`src/logic/bus_pkg.sv`:
```
package bus_pkg;

  // bus geometry
  localparam int ADDR_WIDTH     = 32;
  localparam int DATA_WIDTH     = 32;
  localparam int BYTE_WIDTH     = 8;
  localparam int BYTES_PER_WORD = DATA_WIDTH / BYTE_WIDTH;

  // one bus word
  typedef logic [DATA_WIDTH-1:0] word_t;

  // avalon-mm master request, 70 bits
  typedef struct packed {
    logic [ADDR_WIDTH-1:0]     address;  // byte address, word aligned on the bus
    logic                      read;
    logic                      write;
    word_t                     writedata;
    logic [BYTES_PER_WORD-1:0] byteenable;
  } avalon_req_t;

  // cpu data port request, 66 bits
  typedef struct packed {
    logic [ADDR_WIDTH-1:0] address;  // byte address, may be unaligned
    logic                  read;
    logic                  write;
    word_t                 writedata;
  } data_port_t;

  // controller states
  // cpu is stalled in every state except HALTED,
  // and in IDLE while a request is present
  typedef enum logic [2:0] {
    IDLE        = 3'd0,
    FETCH_DATA  = 3'd1,  // data read or write on the bus
    INSTR_SET   = 3'd2,  // instruction request after a data access
    FETCH_INSTR = 3'd3,  // instruction read on the bus
    HALTED      = 3'd4   // cpu execution cycle
  } bus_state_t;

endpackage

```
`src/logic/bus_controller.sv`:
```
module bus_controller (
  input  logic                 clk,
  input  logic                 reset,
  input  bus_pkg::word_t       instr_address,
  input  logic                 instr_read,
  output bus_pkg::word_t       instr_readdata,
  input  bus_pkg::data_port_t  data_req,
  output bus_pkg::word_t       data_readdata,
  output logic                 clk_enable,
  output bus_pkg::avalon_req_t av_req,
  input  logic                 waitrequest,
  input  bus_pkg::word_t       readdata
);

  import bus_pkg::*;

  bus_state_t state;

  logic                      data_valid;  // exactly one of read and write
  logic [BYTES_PER_WORD-1:0] write_lanes;
  word_t                     write_shifted;
  word_t                     read_aligned;
  avalon_req_t               data_bus;
  avalon_req_t               instr_bus;

  assign data_valid = data_req.read ^ data_req.write;

  byte_lane_align u_align (
    .offset        (data_req.address[1:0]),
    .write_word    (data_req.writedata),
    .read_word     (readdata),
    .byteenable    (write_lanes),
    .shifted_write (write_shifted),
    .aligned_read  (read_aligned)
  );

  // data request, word aligned on the bus
  always_comb
  begin
    data_bus.address   = {data_req.address[ADDR_WIDTH-1:2], 2'b00};
    data_bus.read      = data_req.read;
    data_bus.write     = data_req.write;
    data_bus.writedata = data_req.write ? write_shifted : '0;
    // lanes only matter for writes, reads fetch the whole word
    data_bus.byteenable = data_req.write ? write_lanes : '1;
  end

  always_comb
  begin
    instr_bus.address    = instr_address;
    instr_bus.read       = 1'b1;
    instr_bus.write      = 1'b0;
    instr_bus.writedata  = '0;
    instr_bus.byteenable = '1;  // full word fetch
  end

  // bus request and stall per state
  always_comb
  begin
    av_req     = '0;
    clk_enable = 1'b0;
    case (state)
      IDLE:
      begin
        if (data_valid)
        begin
          av_req = data_bus;  // data goes first
        end
        else if (instr_read)
        begin
          av_req = instr_bus;
        end
        else
        begin
          clk_enable = 1'b1;  // nothing to do, let the cpu run
        end
      end
      FETCH_DATA:
      begin
        av_req = data_bus;
      end
      INSTR_SET, FETCH_INSTR:
      begin
        av_req = instr_bus;
      end
      default:
      begin
        clk_enable = 1'b1;  // HALTED, execution cycle
      end
    endcase
  end

  always_ff @(posedge clk)
  begin
    if (reset)
    begin
      state          <= IDLE;
      data_readdata  <= '0;
      instr_readdata <= '0;
    end
    else
    begin
      case (state)
        IDLE:
        begin
          if (data_valid)
          begin
            state <= FETCH_DATA;
          end
          else if (instr_read)
          begin
            state <= FETCH_INSTR;
          end
        end
        FETCH_DATA:
        begin
          if (!waitrequest)
          begin
            state <= instr_read ? INSTR_SET : HALTED;
            if (data_req.read)
            begin
              data_readdata <= read_aligned;
            end
          end
        end
        INSTR_SET:
        begin
          state <= FETCH_INSTR;
        end
        FETCH_INSTR:
        begin
          if (!waitrequest)
          begin
            state          <= HALTED;
            instr_readdata <= readdata;
          end
        end
        default:
        begin
          state <= IDLE;  // back from the execution cycle
        end
      endcase
    end
  end

  // cpu must not ask for a data read and write at once
  assert property (@(posedge clk) disable iff (reset)
    !(data_req.read && data_req.write));

  // at most one transfer type on the bus
  assert property (@(posedge clk) disable iff (reset)
    !(av_req.read && av_req.write));

  // a stalled request is held until the slave accepts it
  assert property (@(posedge clk) disable iff (reset)
    (av_req.read || av_req.write) && waitrequest |=> $stable(av_req));

endmodule

```
`src/logic/byte_lane_align.sv`:
```
module byte_lane_align (
  input  logic [1:0]                           offset,
  input  bus_pkg::word_t                       write_word,
  input  bus_pkg::word_t                       read_word,
  output logic [bus_pkg::BYTES_PER_WORD-1:0]   byteenable,
  output bus_pkg::word_t                       shifted_write,
  output bus_pkg::word_t                       aligned_read
);

  import bus_pkg::*;

  localparam int SHIFT_W = $clog2(DATA_WIDTH);

  // eight bits of shift per byte of offset
  logic [SHIFT_W-1:0] shift_bits;

  assign shift_bits = SHIFT_W'(offset) * SHIFT_W'(BYTE_WIDTH);

  // lanes from the offset byte up to the top of the word
  always_comb
  begin
    case (offset)
      2'd0:
      begin
        byteenable = 4'b1111;  // aligned whole word
      end
      2'd1:
      begin
        byteenable = 4'b1110;
      end
      2'd2:
      begin
        byteenable = 4'b1100;  // upper half
      end
      default:
      begin
        byteenable = 4'b1000;  // top byte only
      end
    endcase
  end

  // cpu data goes up into the addressed lanes
  assign shifted_write = write_word << shift_bits;

  // addressed byte comes back down to bit 0 with zero fill from the top
  assign aligned_read = read_word >> shift_bits;

endmodule

```
`config.mk`:
```
export PLATFORM = sky130hd
export DESIGN_NAME = bus_controller
export DESIGN_NICKNAME = d
export VERILOG_FILES = /design/src/logic/bus_pkg.sv /design/src/logic/bus_controller.sv /design/src/logic/byte_lane_align.sv
export SDC_FILE = /design/constraint.sdc
export NUM_CORES = 1
export LEC_CHECK = 0
export BUFFER_PORTS_ARGS = -buffer_cell sky130_fd_sc_hd__buf_2
export CAP_MARGIN = 20
export CORE_MARGIN = 3
export CORE_UTILIZATION = 25
export CTS_CLUSTER_SIZE = 14
export DETAILED_ROUTE_END_ITERATION = 6
export GPL_ROUTABILITY_DRIVEN = 0
export PLACE_DENSITY = 0.5
export REMOVE_ABC_BUFFERS = 1
export SYNTH_ARGS = -nofsm -noshare
export SYNTH_HDL_FRONTEND = slang
export SYNTH_HIERARCHICAL = 1
export SYNTH_SLANG_ARGS = --single-unit
```
`constraint.sdc`:
```
create_clock -name clk -period 2.3 [get_ports clk]
set_input_delay 0.46 -clock clk [delete_from_list [all_inputs] [get_ports clk]]
set_output_delay 0.46 -clock clk [all_outputs]
set_load 0.005 [all_outputs]
```
==> results.ini <==
[sta]
finalSetupTns_ps=0
fin_worst_skew_ps=5.35
min_period_ps=2250
hold_viol=0
clock.fmax_ghz=0.444
min_period_over_period_pct=98.0
setup_viol=0
finalMaxSlewViolations=0

[synth]
synth-compound-area-share_pct=14.1
synth_edf_count=0
postSynthCellCount=531
yosys.area_share.simple_pct=26.6
yosys-mux-area-fraction_pct=21.6
synth_top_family_by_area=simple AND/OR/NAND/NOR gates
synthArstFlopShare_pct=0
synth-adder-area-share_pct=0.278
yosysSeqAreaShare_pct=29.8
syn_avg_cell_area_sq_um=8.47
ys_seq_elements=67
synth_area_sq_mm=0.00450
synth_top_flop_cell=dfxtp_1
synthXorXnorAreaFrac_pct=0
yosys_warnings=6
ys_types=34

[grt]
grt_overflow_total=0
grt_max_degree=78
antenna_found_initial=1
grt_pass1_wl_um=26300
grt_pass1_vias=4429
grtUsageTotal_pct=16.8

[route]
dr.pass1.iters=4
drc=0
drt_wl_total_um=17100
drt_iter0_markers=212
ant_nets=0
wire_per_inst_um=16.9
via_per_inst=4.57
vias=4633

[worst_setup_path]
path_cells=buf_2 > inv_2 > ha_4 > nor2b_4 > nor3_4 > buf_6 > buf_12 > a22o_1 > buf_2
crit_fanout=13
worstSetupPathType=in -> out
slowest_stage=ha_4
cpMostUsedCell=buf_2
worst_setup_path_end_kind=output pin
slowest_delay_ps=280
crit_required_ps=1840
crit_arrival_ps=1790
start_kind=input pin

[power_and_ir_drop]
vdd_ir_drop_max_v=0.000338
p_per_area_mw_per_mm2=554
power_mw=3.57
power_leakage_nw=3.20

[clocking]
clk_pin_slew_worst_paths_ps=50
root_buffer=clkbuf_16
cts.sinks=67
htreeDepth=3
clkLatencyLatePin_ps=320
clockBufferDepth=2
cts_tree=yes
numCtsBuffers=9

[run]
maxCapViolations=0

[placement]
hpwl_um=12700
io_buffers=268

[die]
rows=48
die_area_sq_mm=0.0196
boundaryPins=269
fp.coreArea_sq_mm=0.0175
initial_core_util_pct=25.7
dieWidth_um=140
die_y_um=140

[finish]
layout.nets=917
syn2layout_area_growth_pct=43.2
drive_above_1_share_pct=41.6
nFillCells=1862
utilization_pct=36.8
mostFrequentLayoutCells=267 x buf_2, 97 x mux2i_1, 67 x nand2_1
layout_commonest_cell=buf_2

[outcome]
status=completed

[min_path]
hold_path.class=in -> reg

==> worst paths after layout <==
kind,from,endpoint,slack [ps],cells past startpoint
max,data_req[33],av_req[46],50,9
min,readdata[1],instr_readdata[1],390,3
max reg2reg,state[1],instr_readdata[31],650,4
min reg2reg,instr_readdata[4],instr_readdata[4],450,2
==> cell families (layout without fill, tap and decap cells) <==
family	after synthesis	after routing
AO/OA/AOI/OAI	88	88
adder cells (fa/ha/maj)	1	1
buffers and inverters	58	314
flip-flops	67	67
multiplexers	97	97
other	1	2
AND/OR/NAND/NOR	219	219
==> flip-flops by register name, summed over array words and instances (netlist names) <==
| register | flops |
|---|---|
| data_readdata | 32 |
| instr_readdata | 32 |
| state | 3 |
==> cells in the mapped netlist (6+ instances only) <==
library cell,count,share of area (%)
mux2i_1,97,22
dfxtp_1,67,30
nand2_1,67,5.6
nand2b_1,66,9.2
a21oi_1,35,3.9
and3_1,32,4.5
a22o_1,30,5.8
clkbuf_1,19,1.6
and2_1,18,2.5
nor2_1,18,1.5
o2bb2ai_1,16,3.1
buf_4,13,2.2
buf_2,12,1.3
buf_6,6,1.5
nor2b_1,6,0.84
==> power breakdown <==
group          switching (mW)  internal [mW]
Clock                   0.509          0.785
Sequential             0.0273           1.19
Combinational           0.522          0.535
Total                    1.06           2.51
==> layer usage <==
| metal | vias to the layer above | GRT usage, % | part of all wire [%] |
|---|---|---|---|
| li1 | 2353 | - | - |
| met2 | 127 | 26.2 | 46 |
| met5 | - | 0 | 0 |
| met3 | 15 | 4.23 | 5.3 |
| met1 | 2138 | 23.8 | 48 |
| met4 | 0 | 3.21 | 1.1 |
==> worst max-delay path, delay by kind of cell <==
| family | cells | cell delay [ps] |
|---|---|---|
| buf+inv | 5 | 570 |
| fa+ha+maj | 1 | 280 |
| simple gates | 2 | 250 |
| compound gates | 1 | 230 |
==> layout make-up <==
cell class	instances	area [sq um]	area share (%)
diodes	1	2.50	0.0389
clock buffers	12	256	3.98
clock inverters	4	25.0	0.389
inverters	4	15.0	0.233
multi-input cells	406	2870	44.6
flip-flops and latches	67	1340	20.9
well taps	225	282	4.37
repair buffers	294	1640	25.5
==> what timing repair did <==
item / CTS / global route
setup endpoints to repair: 54 / 64
resized for setup: 6 / 6
setup buffers: 2 / 0
pin swaps: 1 / 4
gates cloned: 1 / 1
hold buffers: 0 / 0
==> stage by stage <==
| step | instances | area [sq um] | hold WS [ps] | worst slack, ps |
|---|---|---|---|---|
| after global placement | 993 | 6070 | 443 | -24.4 |
| after floorplan | 477 | 4170 | 447 | -980 |
| after global routing | 1012 | 6440 | 381 | -1.97 |
| final | 1013 | 6440 | 388 | 45.8 |
| after CTS | 1012 | 6420 | 374 | 6.12 |
| after detailed placement | 993 | 6070 | 445 | -40.2 |
No activity file was read; power rests on OpenSTA's default activity.
